`src/logic/video_pkg.sv`:
```
// shared video constants; modules pull them in with a wildcard import in their header
package video_pkg;

    // video modes, config bits 2:0
    localparam logic [2:0] m_zx = 3'h0;  // zx screen
    localparam logic [2:0] m_gs = 3'h1;  // gigascreen, address stays zero
    localparam logic [2:0] m_02 = 3'h2;  // zx hi-res test
    localparam logic [2:0] m_03 = 3'h3;  // test
    localparam logic [2:0] m_04 = 3'h4;  // test, full bandwidth
    localparam logic [2:0] m_hc = 3'h5;  // 16 colours
    localparam logic [2:0] m_xc = 3'h6;  // 256 colours
    localparam logic [2:0] m_tx = 3'h7;  // text

    // render modes seen by the pixel renderer
    localparam logic [1:0] r_zx = 2'h0;
    localparam logic [1:0] r_hc = 2'h1;
    localparam logic [1:0] r_xc = 2'h2;
    localparam logic [1:0] r_03 = 2'h3;

    // raster window per resolution, config bits 4:3
    // index 0 256x192, 1 320x200, 2 320x240, 3 360x288
    localparam logic [8:0] hp_beg_tab [0:3] = '{
        9'd140,  // 88 blank + 52 border
        9'd108,
        9'd108,
        9'd88    // no border
    };
    localparam logic [8:0] hp_end_tab [0:3] = '{
        9'd396,
        9'd428,
        9'd428,
        9'd448
    };
    localparam logic [8:0] vp_beg_tab [0:3] = '{
        9'd80,   // 32 blank + 48 border
        9'd76,
        9'd56,
        9'd32
    };
    localparam logic [8:0] vp_end_tab [0:3] = '{
        9'd272,
        9'd276,
        9'd296,
        9'd320
    };

    // frame size in pixel clocks and lines
    localparam logic [8:0] h_total = 9'd448;
    localparam logic [8:0] v_total = 9'd320;

    // cpu register map
    localparam logic reg_vconfig  = 1'b0;
    localparam logic reg_scr_page = 1'b1;

endpackage

```
`src/logic/video_fetch.sv`:
```
// fetch scheduler: paces dram reads inside the fetch window and keeps the fetch counters
module video_fetch (
    input  logic        clk,
    input  logic        rst_n,
    input  logic [8:0]  hcount,
    input  logic [8:0]  vcount,
    input  logic        line_start,
    input  logic [8:0]  hpix_beg,
    input  logic [8:0]  hpix_end,
    input  logic [8:0]  vpix_beg,
    input  logic [8:0]  vpix_end,
    input  logic [4:0]  go_offs,
    input  logic [3:0]  video_bw,
    input  logic [20:0] video_addr,
    input  logic [3:0]  fetch_sel,
    input  logic [1:0]  fetch_bsl,
    input  logic [15:0] dram_data,
    input  logic        dram_rdy,
    output logic [8:0]  cnt_col,
    output logic [8:0]  cnt_row,
    output logic [15:0] txt_char,
    output logic        pix_active,
    output logic        dram_req,
    output logic [20:0] dram_addr,
    output logic [3:0]  dram_sel,
    output logic [1:0]  dram_bsl
);

    logic [8:0]  win_beg;
    logic [8:0]  win_end;
    logic        line_on;
    logic        in_win;
    logic [2:0]  slot_cnt;  // position in the bandwidth period
    logic [2:0]  slot_pos;
    logic        slot_go;
    logic        char_wait;  // char code read is in flight
    logic        char_back;
    logic [15:0] char_q;

    assign win_beg = hpix_beg - {4'd0, go_offs};
    assign win_end = hpix_end - {4'd0, go_offs};
    assign line_on = (vcount >= vpix_beg) && (vcount < vpix_end);
    assign in_win  = line_on && (hcount >= win_beg) && (hcount < win_end);

    assign slot_pos = video_bw[3] ? slot_cnt : {1'b0, slot_cnt[1:0]};

    // requests take the first slots of each period
    always_comb begin
        case (video_bw[2:0])
            3'b001:  slot_go = in_win && (slot_pos == 3'd0);
            3'b010:  slot_go = in_win && (slot_pos < 3'd2);
            3'b100:  slot_go = in_win && (slot_pos < 3'd4);
            default: slot_go = in_win;  // 000, all cycles
        endcase
    end

    always_ff @(posedge clk) begin
        if (!rst_n) begin
            slot_cnt  <= 3'd0;
            cnt_col   <= 9'd0;
            dram_req  <= 1'b0;
            char_wait <= 1'b0;
        end else begin
            slot_cnt <= in_win ? slot_cnt + 3'd1 : 3'd0;
            if (line_start) begin
                cnt_col <= 9'd0;
            end else if (slot_go) begin
                cnt_col <= cnt_col + 9'd1;
            end
            dram_req  <= slot_go;
            char_wait <= dram_req && (dram_sel == 4'b0011);  // char code selector
        end
    end

    always_ff @(posedge clk) begin
        if (slot_go) begin
            dram_addr <= video_addr;
        end
        if (char_back) begin
            char_q <= dram_data;
        end
    end

    // returning char code goes straight on so the glyph fetch can follow at once
    assign char_back = dram_rdy && char_wait;
    assign txt_char  = char_back ? dram_data : char_q;

    assign dram_sel = fetch_sel;
    assign dram_bsl = fetch_bsl;

    assign cnt_row    = vcount - vpix_beg;
    assign pix_active = line_on && (hcount >= hpix_beg) && (hcount < hpix_end);

endmodule

```
`src/logic/video_mode.sv`:
```
// video mode decoder: window, fetch offset, bandwidth, render mode and per-fetch address
module video_mode
    import video_pkg::*;
(
    input  logic [7:0]  vconfig,
    input  logic [7:0]  scr_page,
    input  logic [15:0] txt_char,
    input  logic [8:0]  cnt_col,
    input  logic [8:0]  cnt_row,
    output logic [8:0]  hpix_beg,
    output logic [8:0]  hpix_end,
    output logic [8:0]  vpix_beg,
    output logic [8:0]  vpix_end,
    output logic [4:0]  go_offs,
    output logic [3:0]  fetch_sel,
    output logic [1:0]  fetch_bsl,
    output logic        hires,
    output logic [1:0]  render_mode,
    output logic [20:0] video_addr,
    output logic [3:0]  video_bw
);

    logic [2:0]  vmod;
    logic [1:0]  rres;
    logic [11:0] addr_zx_gfx;
    logic [11:0] addr_zx_atr;
    logic [20:0] addr_zx;
    logic [20:0] addr_16c;
    logic [20:0] addr_256c;
    logic [13:0] addr_tx;
    logic [20:0] addr_text;

    assign vmod = vconfig[2:0];
    assign rres = vconfig[4:3];

    // raster window from resolution
    assign hpix_beg = hp_beg_tab[rres];
    assign hpix_end = hp_end_tab[rres];
    assign vpix_beg = vp_beg_tab[rres];
    assign vpix_end = vp_end_tab[rres];

    // fetch lead ahead of the pixel window, values found on hardware
    always_comb begin
        case (vmod)
            m_zx, m_gs, m_03, m_04: go_offs = 5'd18;
            m_02, m_hc, m_tx:       go_offs = 5'd10;
            m_xc:                   go_offs = 5'd6;
            default:                go_offs = 5'd18;
        endcase
    end

    // bw[3] selects an 8 cycle period, bw[2:0] the fetches in it
    always_comb begin
        case (vmod)
            m_zx:             video_bw = 4'b1001;  // 1 of 8
            m_gs, m_02, m_hc: video_bw = 4'b1010;  // 2 of 8
            m_03, m_tx:       video_bw = 4'b1100;  // 4 of 8
            m_04:             video_bw = 4'b0000;  // every cycle
            m_xc:             video_bw = 4'b0010;  // 2 of 4
            default:          video_bw = 4'b1001;
        endcase
    end

    assign hires = (vmod == m_02) || (vmod == m_tx);  // double pixel rate

    always_comb begin
        case (vmod)
            m_hc:    render_mode = r_hc;
            m_xc:    render_mode = r_xc;
            m_03:    render_mode = r_03;  // test renderer path
            default: render_mode = r_zx;
        endcase
    end

    // zx: even column is bitmap, odd column is attribute
    assign addr_zx_gfx = {cnt_row[7:6], cnt_row[2:0], cnt_row[5:3], cnt_col[4:1]};
    assign addr_zx_atr = {3'b110, cnt_row[7:3], cnt_col[4:1]};
    assign addr_zx     = {scr_page, 1'b0, cnt_col[0] ? addr_zx_atr : addr_zx_gfx};

    // linear modes
    assign addr_16c  = {scr_page[7:3], cnt_row, cnt_col[6:0]};
    assign addr_256c = {scr_page[7:4], cnt_row, cnt_col[7:0]};

    // text: char code, attribute, then both glyph rows of the fetched char pair
    always_comb begin
        case (cnt_col[1:0])
            2'd0:    addr_tx = {1'b0, cnt_row[8:3], 1'b0, cnt_col[7:2]};
            2'd1:    addr_tx = {1'b0, cnt_row[8:3], 1'b1, cnt_col[7:2]};
            2'd2:    addr_tx = {4'b1000, txt_char[7:0], cnt_row[2:1]};
            default: addr_tx = {4'b1000, txt_char[15:8], cnt_row[2:1]};
        endcase
    end
    assign addr_text = {scr_page[7:1], addr_tx};

    always_comb begin
        case (vmod)
            m_gs:    video_addr = 21'd0;  // gigascreen not addressed
            m_hc:    video_addr = addr_16c;
            m_xc:    video_addr = addr_256c;
            m_tx:    video_addr = addr_text;
            default: video_addr = addr_zx;  // zx and test modes
        endcase
    end

    // selectors are read in the request cycle, column already advanced by one
    always_comb begin
        if (vmod == m_tx) begin
            case (cnt_col[1:0])
                2'd1: begin
                    fetch_sel = 4'b0011;  // char code
                    fetch_bsl = 2'b10;
                end
                2'd2: begin
                    fetch_sel = 4'b1100;  // attribute
                    fetch_bsl = 2'b10;
                end
                2'd3: begin
                    fetch_sel = 4'b0001;  // glyph 0
                    fetch_bsl = {2{cnt_row[0]}};
                end
                default: begin
                    fetch_sel = 4'b0010;  // glyph 1
                    fetch_bsl = {2{cnt_row[0]}};
                end
            endcase
        end else begin
            fetch_sel = {{2{~cnt_col[0]}}, {2{cnt_col[0]}}};
            fetch_bsl = 2'b10;
        end
    end

endmodule

```
`src/logic/video_raster.sv`:
```
// raster timing for the 448x320 frame, gives pixel and line counts plus start strobes
module video_raster
    import video_pkg::*;
(
    input  logic       clk,
    input  logic       rst_n,
    output logic [8:0] hcount,
    output logic [8:0] vcount,
    output logic       line_start,
    output logic       frame_start
);

    logic h_last;
    logic v_last;

    assign h_last = (hcount == h_total - 9'd1);  // pixel 447
    assign v_last = (vcount == v_total - 9'd1);  // line 319

    // horizontal pixel counter
    always_ff @(posedge clk) begin
        if (!rst_n) begin
            hcount <= 9'd0;
        end else if (h_last) begin
            hcount <= 9'd0;
        end else begin
            hcount <= hcount + 9'd1;
        end
    end

    // line counter, steps once per wrap of hcount
    always_ff @(posedge clk) begin
        if (!rst_n) begin
            vcount <= 9'd0;
        end else if (h_last) begin
            if (v_last) begin
                vcount <= 9'd0;
            end else begin
                vcount <= vcount + 9'd1;
            end
        end
    end

    // strobes decoded straight from the counters
    assign line_start  = (hcount == 9'd0);
    assign frame_start = line_start && (vcount == 9'd0);

endmodule

```
`src/logic/video_regs.sv`:
```
// cpu-visible video config and page registers, applied to the video path at frame start
module video_regs
    import video_pkg::*;
(
    input  logic       clk,
    input  logic       rst_n,
    input  logic       reg_wr,
    input  logic       reg_addr,
    input  logic [7:0] reg_data,
    input  logic       frame_start,
    output logic [7:0] vconfig,
    output logic [7:0] scr_page
);

    logic [7:0] vconfig_stg;  // written by cpu, not yet live
    logic [7:0] page_stg;

    always_ff @(posedge clk) begin
        if (!rst_n) begin
            vconfig_stg <= 8'h00;
            page_stg    <= 8'h00;
            vconfig     <= 8'h00;  // zx mode, 256x192
            scr_page    <= 8'h00;
        end else begin
            if (reg_wr) begin
                case (reg_addr)
                    reg_vconfig:  vconfig_stg <= reg_data;
                    reg_scr_page: page_stg    <= reg_data;
                endcase
            end
            // live copies only move between frames
            if (frame_start) begin
                vconfig  <= vconfig_stg;
                scr_page <= page_stg;
            end
        end
    end

endmodule

```
`src/logic/video_top.sv`:
```
// video fetch front end top: config registers, raster, mode decoder and fetch scheduler
module video_top (
    input  logic        clk,
    input  logic        rst_n,
    input  logic        reg_wr,
    input  logic        reg_addr,
    input  logic [7:0]  reg_data,
    output logic        dram_req,
    output logic [20:0] dram_addr,
    output logic [3:0]  dram_sel,
    output logic [1:0]  dram_bsl,
    input  logic [15:0] dram_data,
    input  logic        dram_rdy,
    output logic [1:0]  render_mode,
    output logic        hires,
    output logic        pix_active
);

    logic [7:0]  vconfig;
    logic [7:0]  scr_page;
    logic [8:0]  hcount;
    logic [8:0]  vcount;
    logic        line_start;
    logic        frame_start;
    logic [8:0]  hpix_beg;
    logic [8:0]  hpix_end;
    logic [8:0]  vpix_beg;
    logic [8:0]  vpix_end;
    logic [4:0]  go_offs;
    logic [3:0]  video_bw;
    logic [20:0] video_addr;
    logic [3:0]  fetch_sel;
    logic [1:0]  fetch_bsl;
    logic [8:0]  cnt_col;
    logic [8:0]  cnt_row;
    logic [15:0] txt_char;

    video_regs regs_i (
        .clk         (clk),
        .rst_n       (rst_n),
        .reg_wr      (reg_wr),
        .reg_addr    (reg_addr),
        .reg_data    (reg_data),
        .frame_start (frame_start),
        .vconfig     (vconfig),
        .scr_page    (scr_page)
    );

    video_raster raster_i (
        .clk         (clk),
        .rst_n       (rst_n),
        .hcount      (hcount),
        .vcount      (vcount),
        .line_start  (line_start),
        .frame_start (frame_start)
    );

    video_mode mode_i (
        .vconfig     (vconfig),
        .scr_page    (scr_page),
        .txt_char    (txt_char),
        .cnt_col     (cnt_col),
        .cnt_row     (cnt_row),
        .hpix_beg    (hpix_beg),
        .hpix_end    (hpix_end),
        .vpix_beg    (vpix_beg),
        .vpix_end    (vpix_end),
        .go_offs     (go_offs),
        .fetch_sel   (fetch_sel),
        .fetch_bsl   (fetch_bsl),
        .hires       (hires),
        .render_mode (render_mode),
        .video_addr  (video_addr),
        .video_bw    (video_bw)
    );

    // fetch loop closes through the mode decoder via cnt_col, cnt_row and txt_char
    video_fetch fetch_i (
        .clk         (clk),
        .rst_n       (rst_n),
        .hcount      (hcount),
        .vcount      (vcount),
        .line_start  (line_start),
        .hpix_beg    (hpix_beg),
        .hpix_end    (hpix_end),
        .vpix_beg    (vpix_beg),
        .vpix_end    (vpix_end),
        .go_offs     (go_offs),
        .video_bw    (video_bw),
        .video_addr  (video_addr),
        .fetch_sel   (fetch_sel),
        .fetch_bsl   (fetch_bsl),
        .dram_data   (dram_data),
        .dram_rdy    (dram_rdy),
        .cnt_col     (cnt_col),
        .cnt_row     (cnt_row),
        .txt_char    (txt_char),
        .pix_active  (pix_active),
        .dram_req    (dram_req),
        .dram_addr   (dram_addr),
        .dram_sel    (dram_sel),
        .dram_bsl    (dram_bsl)
    );

endmodule

```
`config.mk`:
```
export PLATFORM = sky130hd
export DESIGN_NAME = video_top
export DESIGN_NICKNAME = d
export VERILOG_FILES = /design/src/logic/video_pkg.sv /design/src/logic/video_fetch.sv /design/src/logic/video_mode.sv /design/src/logic/video_raster.sv /design/src/logic/video_regs.sv /design/src/logic/video_top.sv
export SDC_FILE = /design/constraint.sdc
export NUM_CORES = 1
export LEC_CHECK = 0
export BUFFER_PORTS_ARGS = -buffer_cell sky130_fd_sc_hd__buf_2
export CAP_MARGIN = 20
export CORE_ASPECT_RATIO = 1.2
export CORE_MARGIN = 10
export CORE_UTILIZATION = 30
export CTS_BUF_LIST = sky130_fd_sc_hd__clkbuf_8 sky130_fd_sc_hd__clkbuf_16
export DETAILED_ROUTE_END_ITERATION = 10
export SYNTH_ARGS = -nofsm -noshare
export SYNTH_HDL_FRONTEND = slang
export SYNTH_SLANG_ARGS = --single-unit
```
`constraint.sdc`:
```
create_clock -name clk -period 4 [get_ports clk]
set_input_delay 0.8 -clock clk [delete_from_list [all_inputs] [get_ports clk]]
set_output_delay 0.8 -clock clk [all_outputs]
set_load 0.005 [all_outputs]
```
==> impl_metrics.yaml, run 1 <==
sta:
  worst_slew_pin_slew_ns: 0.6747
  hold_viol_final: 0
  final.min_clock_period_ns: 3.656
  grt_setup_unrepaired: "false"
  fin_crit_sh_pct: 91.41
  relSlewSlack_pct: 55.02
  drv_slew: 0
  max_freq_mhz: 273.5
  fin_skew_ns: 0.009543
  setup_viol: 0
  tns_ns: 0
layout:
  nNetsFinal: 773
  num_antenna_cells: 0
  drive_above_1_share_pct: 15.78
  fill_cells: 1934
  regArea_um2: 2232
  final_util_pct: 35.51
  syn_to_final_growth_pct: 15.75
  multi_input_area_um2: 3308
global_routing:
  grt_max_degree: 39
  grt_first_pass_wirelength_um: 23880
  antenna_found_initial: 0
  track_usage_pct: 11.47
  grt_remaining_overflow: 0
  grt_pass1_vias: 4609
floorplan:
  ios: 61
  die_w_um: 147.0
  initial_core_util_pct: 30.68
  rows: 55
  die-height_um: 172.4
  die_area_um2: 25340
  coreArea_um2: 18920
synth:
  synth_area_um2: 5806
  syn_avg_cell_area_um2: 9.029
  yosys_register_bits: 101
  synth.top_cell.area_share_pct: 27.59
  synth.area.top_cells: "dfxtp_1 (28%), edfxtp_1 (11%), ha_1 (11%), a21oi_1 (4.7%), nor2_1 (4.0%)"
  ys_types: 60
  synthTopCellsByCount: "dfxtp_1 (80), nor2_1 (62), a21oi_1 (55)"
  async_reset_ff_share_pct: 0
  yosysTopAreaCell: "dfxtp_1"
  synth_ff_type: "dfxtp_1"
  synth-edff-count: 21
  synth_nets: 724
  synth.most_common_cell: "dfxtp_1"
  syn_inst: 643
  ys_seq_area_share_pct: 38.45
  yosys_warnings: 0
critical_path:
  reg2regPathDepth: 13
  cp-start-kind: "flip-flop"
  cp.arrival_ns: 2.86
  cp.required_ns: 3.20
  r2r-start: "regs_i.vconfig[4]$_SDFFE_PN0P_"
  critical_path.endpoint_type: "output port"
  cp_num_buf_inv: 3
  cp_max_fo: 7
  critPathSlowestCell: "dfxtp_1"
  criticalPathCategory: "flip-flop to output port"
  reg2reg_slack_ns: 0.35
  max_stage_delay_ns: 0.47
  path_cells: "inv_1 -> ha_1 -> inv_1 -> ha_1 -> nor2b_1 -> o21bai_1 -> nand3_2 -> nand3_1 -> a21oi_1 -> buf_2"
  r2r_end: "fetch_i.cnt_col[6]$_SDFFE_PP0P_"
  crit_family: "adder cells"
pwr:
  p_per_area_nw_per_um2: 324.6
  peakVddDrop_v: 0.0001768
  static-leakage-power_uw: 0.002733
run:
  cap_viol_max_count: 0
placement:
  gp_congestion: 0.9028
  port_buffers: 60
  dp_hpwl_um: 11180
worst_hold_path:
  worstHoldPathCells: 1
  min_to: "fetch_i.slot_cnt[0]$_SDFF_PN0_"
  worstHoldStart: "fetch_i.slot_cnt[0]$_SDFF_PN0_"
  hp-class: "flip-flop to flip-flop"
routing:
  vias: 4755
  drc: 0
  drt-vias-per-instance: 4.990
  final_antenna_net_count: 0
  drt_first_iter_violations: 275
  wl_per_cell_um: 15.40
  dr.pass1.iters: 6
  wirelength_um: 14680
clock_network:
  cts_num_sinks: 101
  cts_tree: "yes"
  cts_hold_buf: 0
  numCtsBuffers: 9
  clkLatencyLatePin_ns: 0.35
  cts-root-buf: "clkbuf_16"
  clock_path_buffers: 2
  cts.clk_slew.worst_paths_ns: 0.06
  h-tree-depth: 3
outcome:
  outcome: "complete, no violations"
-- metal layers --
layer	share of wire [%]	track usage [%]	up-vias
li1	-	-	2419
met1	44	13.50	2216
met2	50	20.40	102
met3	4.0	2.431	18
met4	1.6	3.667	0
met5	0	0	-
-- flip-flops by register name, summed over array words and instances (netlist names), 3 cells and up --
signal	count
regs_i.page_stg	8
mode_i.video_bw	4
raster_i.vcount	9
mode_i.go_offs	3
fetch_i.cnt_col	8
regs_i.vconfig_stg	5
raster_i.hcount	9
fetch_i.slot_cnt	3
fetch_i.char_q	16
fetch_i.dram_addr	21
regs_i.scr_page	8
regs_i.vconfig	5
-- layout make-up --
class	count	area share [%]
Sequential cell	101	33.22
Tap cell	256	4.766
Clock buffer	11	3.928
Clock inverter	5	0.8378
Multi-Input combinational cell	475	49.23
Timing Repair Buffer	70	6.070
Inverter	35	1.955
-- cell usage in the layout (no fill, tap or decap), types with 10 or more instances in the layout --
master     netlist  final
nand2_1         46     46
ha_1            50     49
o21ai_0         30     30
nor2_1          62     61
buf_2            0     60
edfxtp_1        21     21
mux2i_1         21     21
a21oi_1         55     55
nand3_1         26     26
dfxtp_1         80     80
mux2_2          17     17
inv_1           35     36
nor2b_1         11     11
a21o_1          10     10
xnor2_1         16     16
clkbuf_16        0     10
-- how the worst max path moves through the flow --
stage | endpoint | start | slack [ns] | cells after the start
final | pix_active | regs_i.vconfig[4]$_SDFFE_PN0P_ | 0.34 | 10
after CTS | fetch_i.cnt_col[6]$_SDFFE_PP0P_ | regs_i.vconfig[4]$_SDFFE_PN0P_ | 0.28 | 13
after detailed placement | fetch_i.cnt_col[6]$_SDFFE_PP0P_ | regs_i.vconfig[4]$_SDFFE_PN0P_ | 0.31 | 13
after global placement | fetch_i.cnt_col[6]$_SDFFE_PP0P_ | regs_i.vconfig[4]$_SDFFE_PN0P_ | 0.37 | 13
after floorplan | fetch_i.dram_addr[0]$_DFFE_PP_ | regs_i.vconfig[4]$_SDFFE_PN0P_ | 0.19 | 13
after global routing | fetch_i.cnt_col[6]$_SDFFE_PP0P_ | regs_i.vconfig[4]$_SDFFE_PN0P_ | 0.02 | 15
-- timing repair --
| item | CTS | global route |
|---|---|---|
| endpoints found under the setup margin | 0 | 3 |
| resized for setup | 0 | 1 |
| buffers inserted | 0 | 0 |
-- logic make-up after synthesis --
kind of cell / Yosys count / synth area share [%]
simple gates: 204 / 17.50
compound gates: 157 / 17.39
flops: 101 / 38.45
buf+inv: 67 / 4.655
fa+ha+maj: 52 / 11.47
mux: 38 / 6.918
xor+xnor: 24 / 3.621
-- through the flow --
step	hold WS [ns]	area [um^2]	cells	setup WS, ns	power, uW
after global routing	0.4689	6720	953	0.02498	2257
after floorplan	0.4173	5808	643	0.1891	1213
final	0.4461	6720	953	0.3436	2181
after detailed placement	0.4359	6370	936	0.3116	1266
after global placement	0.4296	6370	936	0.3681	1264
after CTS	0.4507	6690	952	0.2771	2199
-- power by group --
group / switching (uW) / internal, uW
clock network: 395 / 541
registers: 13.0 / 1050
logic: 104 / 75.6
total: 512 / 1670
-- worst reg2reg max path, stage by stage (launching register included) --
cell and delay [ns]:
dfxtp_1 0.47, ha_2 0.28, inv_1 0.07, ha_1 0.21
fa_1 0.41, a21oi_1 0.18, xnor2_1 0.14, ha_1 0.26
a21o_1 0.16, a21o_1 0.16, a22oi_1 0.32, nand4_4 0.25
or4_1 0.52, a21oi_1 0.14
Power figures use the tool's default switching activity.
==> run 2: changes to the inputs <==
--- a/config.mk
+++ b/config.mk
@@ -8,10 +8,11 @@
 export BUFFER_PORTS_ARGS = -buffer_cell sky130_fd_sc_hd__buf_2
 export CAP_MARGIN = 20
 export CORE_ASPECT_RATIO = 1.2
-export CORE_MARGIN = 10
+export CORE_MARGIN = 8
 export CORE_UTILIZATION = 30
 export CTS_BUF_LIST = sky130_fd_sc_hd__clkbuf_8 sky130_fd_sc_hd__clkbuf_16
 export DETAILED_ROUTE_END_ITERATION = 10
+export PLACE_DENSITY = 0.58
 export SYNTH_ARGS = -nofsm -noshare
 export SYNTH_HDL_FRONTEND = slang
 export SYNTH_SLANG_ARGS = --single-unit
==> run 2 against run 1 <==
  * Global-route usage is 0.82 points higher
  * First-iteration DRC count increased by 7.6%
  * Maximum frequency down 0.35%
  * Die area decreased by 5.0%
  * Routed wire length increased by 0.77%
  * Worst setup slack worse by 0.013 ns
  * Clock skew decreased by 0.0031 ns
  * Design area fell by 0.95%
  * Critical endpoint is now fetch_i.cnt_col[6]$_SDFFE_PP0P_
  * Largest cell class unchanged
==> impl_metrics.yaml, run 2 (synthesis results as in run 1) <==
critical_path:
  r2r_end: "fetch_i.cnt_col[6]$_SDFFE_PP0P_"
  reg2regPathDepth: 13
  cp_max_fo: 14
  critPathSlowestCell: "or4_1"
  criticalPathCategory: "flip-flop to flip-flop"
  crit_start: "regs_i.vconfig[3]$_SDFFE_PN0P_"
  critical_path.endpoint_type: "flip-flop"
  cp-endpoint: "fetch_i.cnt_col[6]$_SDFFE_PP0P_"
  max_stage_delay_ns: 0.54
  cp.arrival_ns: 3.94
  reg2reg_slack_ns: 0.33
  r2r-start: "regs_i.vconfig[3]$_SDFFE_PN0P_"
  cp.required_ns: 4.27
  cp-start-kind: "flip-flop"
  crit_top_cell: "ha_1"
  path_cells: "ha_1 -> inv_1 -> ha_1 -> fa_1 -> a21oi_1 -> xnor2_1 -> ha_1 -> a21o_1 -> a21o_1 -> a22oi_1 -> nand4_4 -> or4_1 -> a21oi_1"
pwr:
  p_per_area_nw_per_um2: 308.3
  power_uw: 2052
  static-leakage-power_uw: 0.002718
  peakVddDrop_v: 0.0001867
sta:
  grt_setup_unrepaired: "false"
  fin_skew_ns: 0.006430
  drv_slew: 0
  final.min_clock_period_ns: 3.669
  fin_crit_sh_pct: 91.74
  max_freq_mhz: 272.5
  tns_ns: 0
  worst_slew_pin_slew_ns: 0.6978
  fin_hold_ws_ns: 0.4553
  setup_viol: 0
  relSlewSlack_pct: 53.48
  hold_viol_final: 0
clock_network:
  cts_tree: "yes"
  postCtsSetupBuffers: 0
  cts.repair.resized: 0
  cts-root-buf: "clkbuf_16"
  numCtsBuffers: 9
  h-tree-depth: 3
  cts_num_sinks: 101
  cts.clk_slew.worst_paths_ns: 0.07
  cts_hold_buf: 0
  clkLatencyLatePin_ns: 0.34
  clock_path_buffers: 2
floorplan:
  initial_core_util_pct: 30.68
  coreArea_um2: 18920
  die_w_um: 143.0
  rows: 55
  ios: 61
  die-height_um: 168.4
  die_area_um2: 24080
worst_hold_path:
  hp-class: "flip-flop to flip-flop"
layout:
  largestRegisters: "fetch_i.dram_addr (21), fetch_i.char_q (16)"
  nNetsFinal: 773
  drive_above_1_share_pct: 15.49
  top_register: "fetch_i.dram_addr"
  final_util_pct: 35.17
  final_cell_mix: "dfxtp_1 (79), nor2_1 (61), buf_2 (60), a21oi_1 (55), ha_1 (50)"
  syn_to_final_growth_pct: 14.66
  final_common_cell: "dfxtp_1"
  largest_register_ffs: 21
  final_cell_count_no_fill: 953
  num_antenna_cells: 0
global_routing:
  use_met3_pct: 2.575
  grt.met2_usage_pct: 20.57
  grt_pass1_vias: 4606
  grt_remaining_overflow: 0
  antenna_found_initial: 0
  busiest_layer: "met2"
  use_met1_pct: 14.69
  grt_max_degree: 39
  track_usage_pct: 12.29
  grt_first_pass_wirelength_um: 23870
outcome:
  outcome: "complete, no violations"
placement:
  dp_cells: 936
  gp_congestion: 0.8265
  port_buffers: 60
  dp_hpwl_um: 11190
routing:
  wirelength_um: 14790
  drt_first_iter_violations: 296
  drc: 0
  vias: 4746
  dr.pass1.iters: 4
  drt-vias-per-instance: 4.980
  wl_per_cell_um: 15.52
  final_antenna_net_count: 0
run:
  cap_viol_max_count: 0
[run 2: cell count changes in the layout (fill, tap and decap cells not counted), sizes merged]
cell | before | now
clkbuf | 11 | 10
inv | 37 | 39
bufinv | 1 | 0
[run 2: worst max-delay path, delay by kind of cell (launching register included)]
family	cells	cell delay (ns)
simple gates	2	0.80
buf+inv	1	0.08
compound gates	5	0.99
xor+xnor	1	0.15
fa+ha+maj	4	1.16
flops	1	0.41
[run 2: per-stage QoR]
step	instance area [um^2]	setup slack [ns]
final	6656	0.3306
after global routing	6656	0.08925
after CTS	6628	0.2368
after detailed placement	6357	0.2833
after global placement	6357	0.3622
after floorplan	5808	0.1891
[run 2: worst min path at each step]
stage	from	endpoint	slack, ns	cells past startpoint
2_1_floorplan	fetch_i.slot_cnt[0]$_SDFF_PN0_	fetch_i.slot_cnt[0]$_SDFF_PN0_	0.42	1
3_3_place_gp	fetch_i.slot_cnt[0]$_SDFF_PN0_	fetch_i.slot_cnt[0]$_SDFF_PN0_	0.43	1
3_5_place_dp	fetch_i.slot_cnt[0]$_SDFF_PN0_	fetch_i.slot_cnt[0]$_SDFF_PN0_	0.44	1
4_1_cts	fetch_i.slot_cnt[0]$_SDFF_PN0_	fetch_i.slot_cnt[0]$_SDFF_PN0_	0.46	1
5_1_grt	fetch_i.slot_cnt[0]$_SDFF_PN0_	fetch_i.slot_cnt[0]$_SDFF_PN0_	0.47	1
6_report	fetch_i.slot_cnt[0]$_SDFF_PN0_	fetch_i.slot_cnt[0]$_SDFF_PN0_	0.46	1
[run 2: cell type report]
cell class / count / area, um^2
fillers: 1952 / 12270
multi-input cells: 475 / 3306
flip-flops and latches: 101 / 2233
repair buffers: 70 / 395.4
well taps: 256 / 320.3
clock buffers: 10 / 239.0
inverters: 35 / 131.4
clock inverters: 6 / 31.28
[run 2: power by group]
group          switching [uW]  internal (uW)  leakage [uW]  total [uW]
combinational             103           75.5       0.00174         179
clock                     374            433      0.000147         807
sequential               12.8           1050      0.000836        1070
[run 2: per-layer routing]
layer	vias up	wire, um
met5	-	0
met4	0	448
met3	28	693
met2	89	7146
met1	2210	6501
li1	2419	-
